==> src/common/dsm_params.svh <==
`ifndef DSM_PARAMS_SVH
`define DSM_PARAMS_SVH

// Width M of the modulator control vector
`define VEC_W 8

// Samples per batch
`define BATCH_LEN 16

// Recursion state and leak
`define STATE_W 16
`define LEAK_SHIFT 3

// Output word and scaling of the summed states
`define OUT_W 12
`define OUT_SHIFT 1

// Derived widths
`define WEIGHT_W ($clog2(`VEC_W) + 2)
`define POS_W $clog2(`BATCH_LEN)

`endif

==> src/common/dsmPkg.sv <==
`include "dsm_params.svh"

package dsmPkg;

    // Raw control vector, one bit per modulator element
    typedef logic [`VEC_W-1:0] dsmVector_t;

    // Signed weight, twice the ones count minus VEC_W
    typedef logic signed [`WEIGHT_W-1:0] dsmWeight_t;

    // Recursion state
    typedef logic signed [`STATE_W-1:0] dsmState_t;

    // Scaled and saturated partial result, kept in the result memory
    typedef logic signed [`OUT_W-1:0] dsmResult_t;

    // Offset-binary output word
    typedef logic [`OUT_W-1:0] dsmOut_t;

endpackage

==> src/common/batchPkg.sv <==
`include "dsm_params.svh"

package batchPkg;

    // Position inside a batch
    typedef logic [`POS_W-1:0] batchPos_t;

    // One of the three rotating sample regions
    typedef logic [1:0] batchRegion_t;

    // Region in the upper bits, position below
    typedef logic [$bits(batchRegion_t)+$bits(batchPos_t)-1:0] sampleAddr_t;

    // Saturating count of batch periods since reset
    typedef logic [1:0] batchPeriod_t;

endpackage

==> src/rtl/batchSequencer.sv <==
`include "dsm_params.svh"

module batchSequencer (
    input  logic                 clkDS,
    input  logic                 rst,
    output batchPkg::sampleAddr_t writeAddr,
    output batchPkg::sampleAddr_t fwdAddr,
    output batchPkg::sampleAddr_t bwdAddr,
    output batchPkg::batchPos_t   fwdPos,
    output batchPkg::batchPos_t   bwdPos,
    output logic                 backRestart,
    output logic                 resBank,
    output logic                 valid
);
    import batchPkg::*;

    localparam batchPos_t LastPos = batchPos_t'(`BATCH_LEN - 1);
    // Read register, filter, adder and output register
    localparam int ValidDelay = 4;

    batchPos_t pos;
    batchPos_t revPos;
    batchRegion_t wrRegion;
    batchRegion_t fwdRegion;
    batchRegion_t bwdRegion;
    batchPeriod_t period;
    logic bank;
    logic batchEnd;
    logic [ValidDelay-1:0] validPipe;

    assign batchEnd = (pos == LastPos);
    assign revPos = LastPos - pos;

    // Forward reads the batch written two periods ago, (p - 2) mod 3
    assign fwdRegion = (wrRegion == 2'd2) ? 2'd0 : wrRegion + 2'd1;
    // Backward reads the batch written in the previous period
    assign bwdRegion = (wrRegion == 2'd0) ? 2'd2 : wrRegion - 2'd1;

    assign writeAddr = {wrRegion, pos};
    assign fwdAddr = {fwdRegion, pos};
    assign bwdAddr = {bwdRegion, revPos};

    assign backRestart = (pos == '0);

    always_ff @(posedge clkDS or negedge rst) begin
        if (!rst) begin
            pos <= '0;
            wrRegion <= '0;
            bank <= 1'b0;
            period <= '0;
        end else begin
            pos <= batchEnd ? '0 : pos + batchPos_t'(1);
            if (batchEnd) begin
                wrRegion <= (wrRegion == 2'd2) ? 2'd0 : wrRegion + 2'd1;
                bank <= ~bank;
                if (period != 2'd3) begin
                    period <= period + 2'd1;
                end
            end
        end
    end

    // Positions and bank follow the registered read data
    always_ff @(posedge clkDS or negedge rst) begin
        if (!rst) begin
            fwdPos <= '0;
            bwdPos <= '0;
            resBank <= 1'b0;
        end else begin
            fwdPos <= pos;
            bwdPos <= revPos;
            resBank <= bank;
        end
    end

    // Forward data is real from period 2 on
    always_ff @(posedge clkDS or negedge rst) begin
        if (!rst) begin
            validPipe <= '0;
        end else begin
            validPipe <= {validPipe[ValidDelay-2:0], period[1]};
        end
    end

    assign valid = validPipe[ValidDelay-1];

endmodule

==> src/rtl/sampleBuffer.sv <==
`include "dsm_params.svh"

module sampleBuffer (
    input  logic                 clkDS,
    input  batchPkg::sampleAddr_t writeAddr,
    input  dsmPkg::dsmVector_t    in,
    input  batchPkg::sampleAddr_t fwdAddr,
    input  batchPkg::sampleAddr_t bwdAddr,
    output dsmPkg::dsmVector_t    fwdData,
    output dsmPkg::dsmVector_t    bwdData
);
    import dsmPkg::*;
    import batchPkg::*;

    localparam int NumRegions = 3;

    dsmVector_t mem [NumRegions][`BATCH_LEN];

    batchRegion_t wrRegion;
    batchRegion_t fwdRegion;
    batchRegion_t bwdRegion;
    batchPos_t wrPos;
    batchPos_t fwdPosIdx;
    batchPos_t bwdPosIdx;

    assign {wrRegion, wrPos} = writeAddr;
    assign {fwdRegion, fwdPosIdx} = fwdAddr;
    assign {bwdRegion, bwdPosIdx} = bwdAddr;

    // The sequencer keeps the write region apart from both read regions
    always_ff @(posedge clkDS) begin
        mem[wrRegion][wrPos] <= in;
        fwdData <= mem[fwdRegion][fwdPosIdx];
        bwdData <= mem[bwdRegion][bwdPosIdx];
    end

endmodule

==> src/recursion/recursionFilter.sv <==
`include "dsm_params.svh"

module recursionFilter (
    input  logic              clkDS,
    input  logic              rst,
    input  dsmPkg::dsmVector_t vector,
    input  logic              restart,
    output dsmPkg::dsmState_t  state
);
    import dsmPkg::*;

    logic [$clog2(`VEC_W+1)-1:0] ones;
    dsmWeight_t weight;
    dsmState_t leak;

    // Ones count of the vector
    always_comb begin
        ones = '0;
        for (int i = 0; i < `VEC_W; i++) begin
            ones = ones + $bits(ones)'(vector[i]);
        end
    end

    // 2 * ones - VEC_W, centred on zero
    assign weight = dsmWeight_t'({ones, 1'b0}) - dsmWeight_t'(`VEC_W);

    assign leak = state >>> `LEAK_SHIFT;

    always_ff @(posedge clkDS or negedge rst) begin
        if (!rst) begin
            state <= '0;
        end else if (restart) begin
            // New run starts from the weight alone
            state <= dsmState_t'(weight);
        end else begin
            state <= state - leak + dsmState_t'(weight);
        end
    end

endmodule

==> src/recursion/resultCombiner.sv <==
`include "dsm_params.svh"

module resultCombiner (
    input  logic              clkDS,
    input  logic              rst,
    input  dsmPkg::dsmState_t  fwdState,
    input  dsmPkg::dsmState_t  bwdState,
    input  batchPkg::batchPos_t fwdPos,
    input  batchPkg::batchPos_t bwdPos,
    input  logic              resBank,
    output dsmPkg::dsmOut_t    out
);
    import dsmPkg::*;

    localparam dsmState_t ResMax = dsmState_t'((1 << (`OUT_W - 1)) - 1);
    localparam dsmState_t ResMin = dsmState_t'(-(1 << (`OUT_W - 1)));

    // Bank resBank fills while the other bank is read back
    dsmResult_t resMem [2][`BATCH_LEN];

    dsmResult_t fwdScaled;
    dsmResult_t bwdScaled;
    dsmResult_t bwdStored;
    dsmResult_t sumReg;
    dsmState_t sumWide;

    function automatic dsmResult_t saturate(input dsmState_t value);
        if (value > ResMax) begin
            return dsmResult_t'(ResMax);
        end else if (value < ResMin) begin
            return dsmResult_t'(ResMin);
        end
        return dsmResult_t'(value);
    endfunction

    assign fwdScaled = saturate(fwdState >>> `OUT_SHIFT);
    assign bwdScaled = saturate(bwdState >>> `OUT_SHIFT);

    // Backward value of the batch now running forward
    assign bwdStored = resMem[~resBank][fwdPos];

    assign sumWide = dsmState_t'(fwdScaled) + dsmState_t'(bwdStored);

    // Backward states arrive in reversed position order
    always_ff @(posedge clkDS) begin
        resMem[resBank][bwdPos] <= bwdScaled;
    end

    always_ff @(posedge clkDS) begin
        sumReg <= saturate(sumWide);
    end

    // Offset binary by flipping the sign bit
    always_ff @(posedge clkDS or negedge rst) begin
        if (!rst) begin
            out <= '0;
        end else begin
            out <= dsmOut_t'({~sumReg[`OUT_W-1], sumReg[`OUT_W-2:0]});
        end
    end

endmodule

==> src/rtl/batchEstimator.sv <==
module batchEstimator (
    input  logic              clkDS,
    input  logic              rst,
    input  dsmPkg::dsmVector_t in,
    output dsmPkg::dsmOut_t    out,
    output logic              valid
);
    import dsmPkg::*;
    import batchPkg::*;

    sampleAddr_t writeAddr;
    sampleAddr_t fwdAddr;
    sampleAddr_t bwdAddr;
    batchPos_t seqFwdPos;
    batchPos_t seqBwdPos;
    batchPos_t fwdPosDly;
    batchPos_t bwdPosDly;
    logic backRestart;
    logic restartDly;
    logic seqBank;
    logic bankDly;
    logic fwdRestart;
    batchPeriod_t fillCnt;
    dsmVector_t fwdData;
    dsmVector_t bwdData;
    dsmState_t fwdState;
    dsmState_t bwdState;
    dsmOut_t combOut;

    batchSequencer batchSequencer_i (
        .clkDS       (clkDS),
        .rst         (rst),
        .writeAddr   (writeAddr),
        .fwdAddr     (fwdAddr),
        .bwdAddr     (bwdAddr),
        .fwdPos      (seqFwdPos),
        .bwdPos      (seqBwdPos),
        .backRestart (backRestart),
        .resBank     (seqBank),
        .valid       (valid)
    );

    sampleBuffer sampleBuffer_i (
        .clkDS     (clkDS),
        .writeAddr (writeAddr),
        .in        (in),
        .fwdAddr   (fwdAddr),
        .bwdAddr   (bwdAddr),
        .fwdData   (fwdData),
        .bwdData   (bwdData)
    );

    // Restart lines up with the read data, positions and bank with the filter output
    always_ff @(posedge clkDS or negedge rst) begin
        if (!rst) begin
            restartDly <= 1'b0;
            fwdPosDly <= '0;
            bwdPosDly <= '0;
            bankDly <= 1'b0;
        end else begin
            restartDly <= backRestart;
            fwdPosDly <= seqFwdPos;
            bwdPosDly <= seqBwdPos;
            bankDly <= seqBank;
        end
    end

    // Third batch start in the data stream carries the first real forward sample
    always_ff @(posedge clkDS or negedge rst) begin
        if (!rst) begin
            fillCnt <= '0;
        end else if (restartDly && fillCnt != 2'd3) begin
            fillCnt <= fillCnt + 2'd1;
        end
    end

    // Forward state holds only the newest weight until real data arrives,
    // then runs without restart
    assign fwdRestart = (fillCnt != 2'd3);

    recursionFilter fwdFilter (
        .clkDS   (clkDS),
        .rst     (rst),
        .vector  (fwdData),
        .restart (fwdRestart),
        .state   (fwdState)
    );

    recursionFilter bwdFilter (
        .clkDS   (clkDS),
        .rst     (rst),
        .vector  (bwdData),
        .restart (restartDly),
        .state   (bwdState)
    );

    resultCombiner resultCombiner_i (
        .clkDS    (clkDS),
        .rst      (rst),
        .fwdState (fwdState),
        .bwdState (bwdState),
        .fwdPos   (fwdPosDly),
        .bwdPos   (bwdPosDly),
        .resBank  (bankDly),
        .out      (combOut)
    );

    // Output reads zero until the pipeline is filled
    assign out = valid ? combOut : '0;

endmodule

==> config.mk <==
export PLATFORM = sky130hd
export DESIGN_NAME = batchEstimator
export DESIGN_NICKNAME = d
export VERILOG_FILES = /design/src/common/dsmPkg.sv /design/src/common/batchPkg.sv /design/src/rtl/batchSequencer.sv /design/src/rtl/sampleBuffer.sv /design/src/recursion/recursionFilter.sv /design/src/recursion/resultCombiner.sv /design/src/rtl/batchEstimator.sv
export VERILOG_INCLUDE_DIRS = /design/src /design/src/common
export SDC_FILE = /design/constraint.sdc
export NUM_CORES = 1
export LEC_CHECK = 0
export BUFFER_PORTS_ARGS = -buffer_cell sky130_fd_sc_hd__buf_2
export CORE_AREA = 2 2 275 277
export CTS_CLUSTER_DIAMETER = 50
export DETAILED_ROUTE_END_ITERATION = 8
export DIE_AREA = 0 0 277 279
export PLACE_DENSITY_LB_ADDON = 0.15
export SLEW_MARGIN = 25
export SYNTH_ARGS = -nofsm -noshare
export SYNTH_HDL_FRONTEND = slang
export SYNTH_SLANG_ARGS = --single-unit
==> constraint.sdc <==
create_clock -name clkDS -period 6.5 [get_ports clkDS]
set_clock_uncertainty 0.15 [all_clocks]
set_input_delay 0.65 -clock clkDS [delete_from_list [all_inputs] [get_ports clkDS]]
set_output_delay 0.65 -clock clkDS [all_outputs]
set_load 0.02 [all_outputs]
==> flow_summary.yaml <==
global_route:
  track_usage: 0.239
  gr-total-overflow: 0
  grt_pass1_vias: 21700
  grt_pass1_wl_mm: 137
  grt_antenna_before_repair: 0
  grt_max_degree: 76
power_and_ir_drop:
  vdd_drop_max_mv: 0.243
  power_uw: 14800
  leakagePower_uw: 0.0152
  powerDensity_nw_per_um2: 337
synthesis:
  ys.flop_type: "edfxtp_1"
  synth_cells: 2266
  synth.avg_cell_area_um2: 17.3
  synth_seq_cells: 874
  yosysWarnings: 0
  synth.top_cell.area_share: 0.588
  yosys-top-cells-area: "edfxtp_1 59%, mux4_2 17%, dfrtp_1 5.0%, fa_1 2.0%, ha_1 1.9%"
  synth_top_area_cell: "edfxtp_1"
  synth_edf_count: 768
  seq_area_frac_synth: 0.652
  synth.distinct_cells: 55
  synth_area_um2: 39200
  synth_nets: 2375
  async_reset_ff_frac: 0.0892
cts:
  post_cts_resized: 0
  clock-sinks: 874
  h-tree-depth: 3
  clockRootBuffer: "clkbuf_16"
  cts_buffer_depth: 3
  clock_latency_ps: 650
  cts.clk_slew.worst_paths_ps: 60
  cts_tree: "yes"
  cts_made_buffers: 99
  cts_setup_buffers: 0
worst_hold_path:
  holdPathStages: 0
  hp-class: "register to register"
  worstHoldEndpoint: "resultCombiner_i.out[3]"
  min-delay-start: "resultCombiner_i.sumReg[3]"
place:
  placed_cells: 3169
  place_ws_ps: 908
  place.gp.congestion: 0.858
  io_buffers: 22
  hpwl_mm: 57.8
  place_area_um2: 40400
route:
  vias: 20900
  wl_met1_mm: 35.3
  maxUsedRoutingLayer: "met4"
  dr_wl_met2_mm: 46.0
  wl_per_cell_um: 26.8
  first_iter_violations: 2007
  wl_mm: 89.8
  wl_met3_mm: 4.89
  ant_nets: 0
  via_per_inst: 6.24
  drc_errors: 0
  dr.pass1.iters: 5
run:
  drv_cap: 0
status:
  outcome: "finished, final reports clean"
setup_path:
  reg2regPathDepth: 16
  rrSetupSlack_ps: 890
  arrival_ps: 5990
  cp_data_required_time_ps: 6880
  r2r_end: "fwdFilter.state[13]"
  crit_path_max_fanout: 12
  worstSetupEndpointType: "register"
  start_kind: "register"
  r2r-start: "sampleBuffer_i.fwdData[0]"
  path_class: "register to register"
floorplanning:
  initial_utilization: 0.529
  row_count: 100
  die_h_um: 279
  die_x_um: 277
  ios: 23
  coreArea_um2: 74100
  dieArea_um2: 77300
final_layout:
  nNetsFinal: 2411
  stdcell_count: 3355
  area_delta_synth_final_pct: 11.7
  n_antenna_cell: 0
  stdcell_area_um2: 43800
  fillerInstances: 5452
  drive_gt1_frac: 0.249
  multiInputGateArea_um2: 12800
  ff_latch_area_um2: 25600
sta:
  fin_crit_sh: 0.863
  max_slew_margin: 0.268
  slew_violations: 0
  hold_violations: 0
  fin_ws_ps: 893
  grt_setup_unrepaired: "false"
  fmax_ghz: 0.178
  worst_pin_slew_ps: 1090
  setup_viol: 0
  period_needed_ps: 5610
  final.setup.tns_ps: 0
flip-flops by register name, summed over array words and instances, names as in the netlist, 8 cells and up:
name,count
sampleBuffer_i.fwdData,8
resultCombiner_i.sumReg,12
sampleBuffer_i.mem,384
fwdFilter.state,16
resultCombiner_i.out,12
sampleBuffer_i.bwdData,8
resultCombiner_i.resMem,384
bwdFilter.state,16
per-layer routing:
layer	GRT usage	vias up
li1	-	9040
met4	0.102	0
met1	0.311	11000
met3	0.0300	168
met5	0	-
met2	0.409	717
what timing repair did:
item                       in CTS  in global routing
setup endpoints to repair       0                  0
hold buffers                    1                  0
hold endpoints to repair       34                  0
cell type report:
class | count | share of cell area
clock buffers | 111 | 0.0585
clock inverters | 74 | 0.0184
inverters | 80 | 0.00685
multi-input cells | 1179 | 0.293
flip-flops and latches | 874 | 0.584
well taps | 969 | 0.0277
repair buffers | 68 | 0.0114
report_power, final:
part           internal [uW]  leakage [uW]  switching (uW)
sequential              6790       0.00800            69.3
clock                   3330       0.00164            2330
combinational            749       0.00552            1480
total                  10900        0.0152            3880
cell usage after synthesis, drive strengths merged (3+ instances only):
master    n
a21oi    36
and3      6
xnor2    25
or2       5
and2     14
nor3b     4
nand3     4
dfrtp    78
clkbuf   66
nand3b    6
mux4    288
a221oi    8
mux2     16
xor2     15
o21ai    81
or3       4
a31oi    40
inv      79
o31ai     5
maj3     11
a21o     36
o211ai   33
mux2i    67
nand2b   10
nand2   151
a211oi    5
o21a     15
buf      67
ha       60
nor2b     9
dfxtp    28
o22ai     9
edfxtp  768
nor3      8
fa       39
nor2    151
or3b      3
kinds of logic (layout without fill, tap and decap cells):
family | Yosys count | count (layout) | share of synthesized area
XOR/XNOR | 40 | 40 | 0.00893
adder cells (fa/ha/maj) | 110 | 110 | 0.0419
multiplexers | 371 | 371 | 0.187
AND/OR/NAND/NOR | 379 | 379 | 0.0415
buffers and inverters | 213 | 333 | 0.0233
flip-flops | 874 | 874 | 0.652
AO/OA/AOI/OAI | 279 | 279 | 0.0451
placed cells by master, fill, tap and decap left out, types with 18 or more instances in the layout:
cell type and instances:
a21o_1 25, a21oi_1 36, a31oi_1 40, buf_2 21, buf_4 43, clkbuf_16 100, clkinv_2 18, dfrtp_1 73
dfxtp_1 28, edfxtp_1 768, fa_1 39, ha_1 57, inv_1 78, mux2i_1 67, mux4_2 288, nand2_1 151
nor2_1 124, nor2_2 27, o211ai_1 33, o21ai_0 64, xnor2_1 25
critical path: stages, from the launching register on:
cell and delay [ps]:
dfxtp_1 300, ha_1 280, inv_1 80, fa_1 420, fa_1 450, fa_1 420
fa_1 490, xnor2_1 170, inv_1 470, fa_1 540, ha_1 360, a21oi_1 220
o21bai_1 110, nor4_1 490, o31ai_1 190, xor2_1 170, a21o_1 190
through the flow:
| step | util | hold slack (ps) |
|---|---|---|
| 2_1_floorplan | - | 166 |
| 3_3_place_gp | 0.545 | 169 |
| 3_5_place_dp | 0.546 | 170 |
| 4_1_cts | 0.591 | 177 |
| 5_1_grt | 0.592 | 179 |
| 6_report | 0.592 | 177 |
worst max-delay path by stage:
stage / startpoint / endpoint / slack, ps / cells after the start
after floorplan: sampleBuffer_i.bwdData[0] / bwdFilter.state[15] / 730 / 16
after CTS: sampleBuffer_i.fwdData[0] / fwdFilter.state[13] / 890 / 16
after global routing: sampleBuffer_i.fwdData[0] / fwdFilter.state[13] / 570 / 16
after detailed placement: sampleBuffer_i.fwdData[0] / fwdFilter.state[13] / 910 / 16
final: sampleBuffer_i.fwdData[0] / fwdFilter.state[13] / 890 / 16
after global placement: sampleBuffer_i.fwdData[0] / fwdFilter.state[14] / 960 / 16
Note: power is estimated with default switching activity, not from simulation.
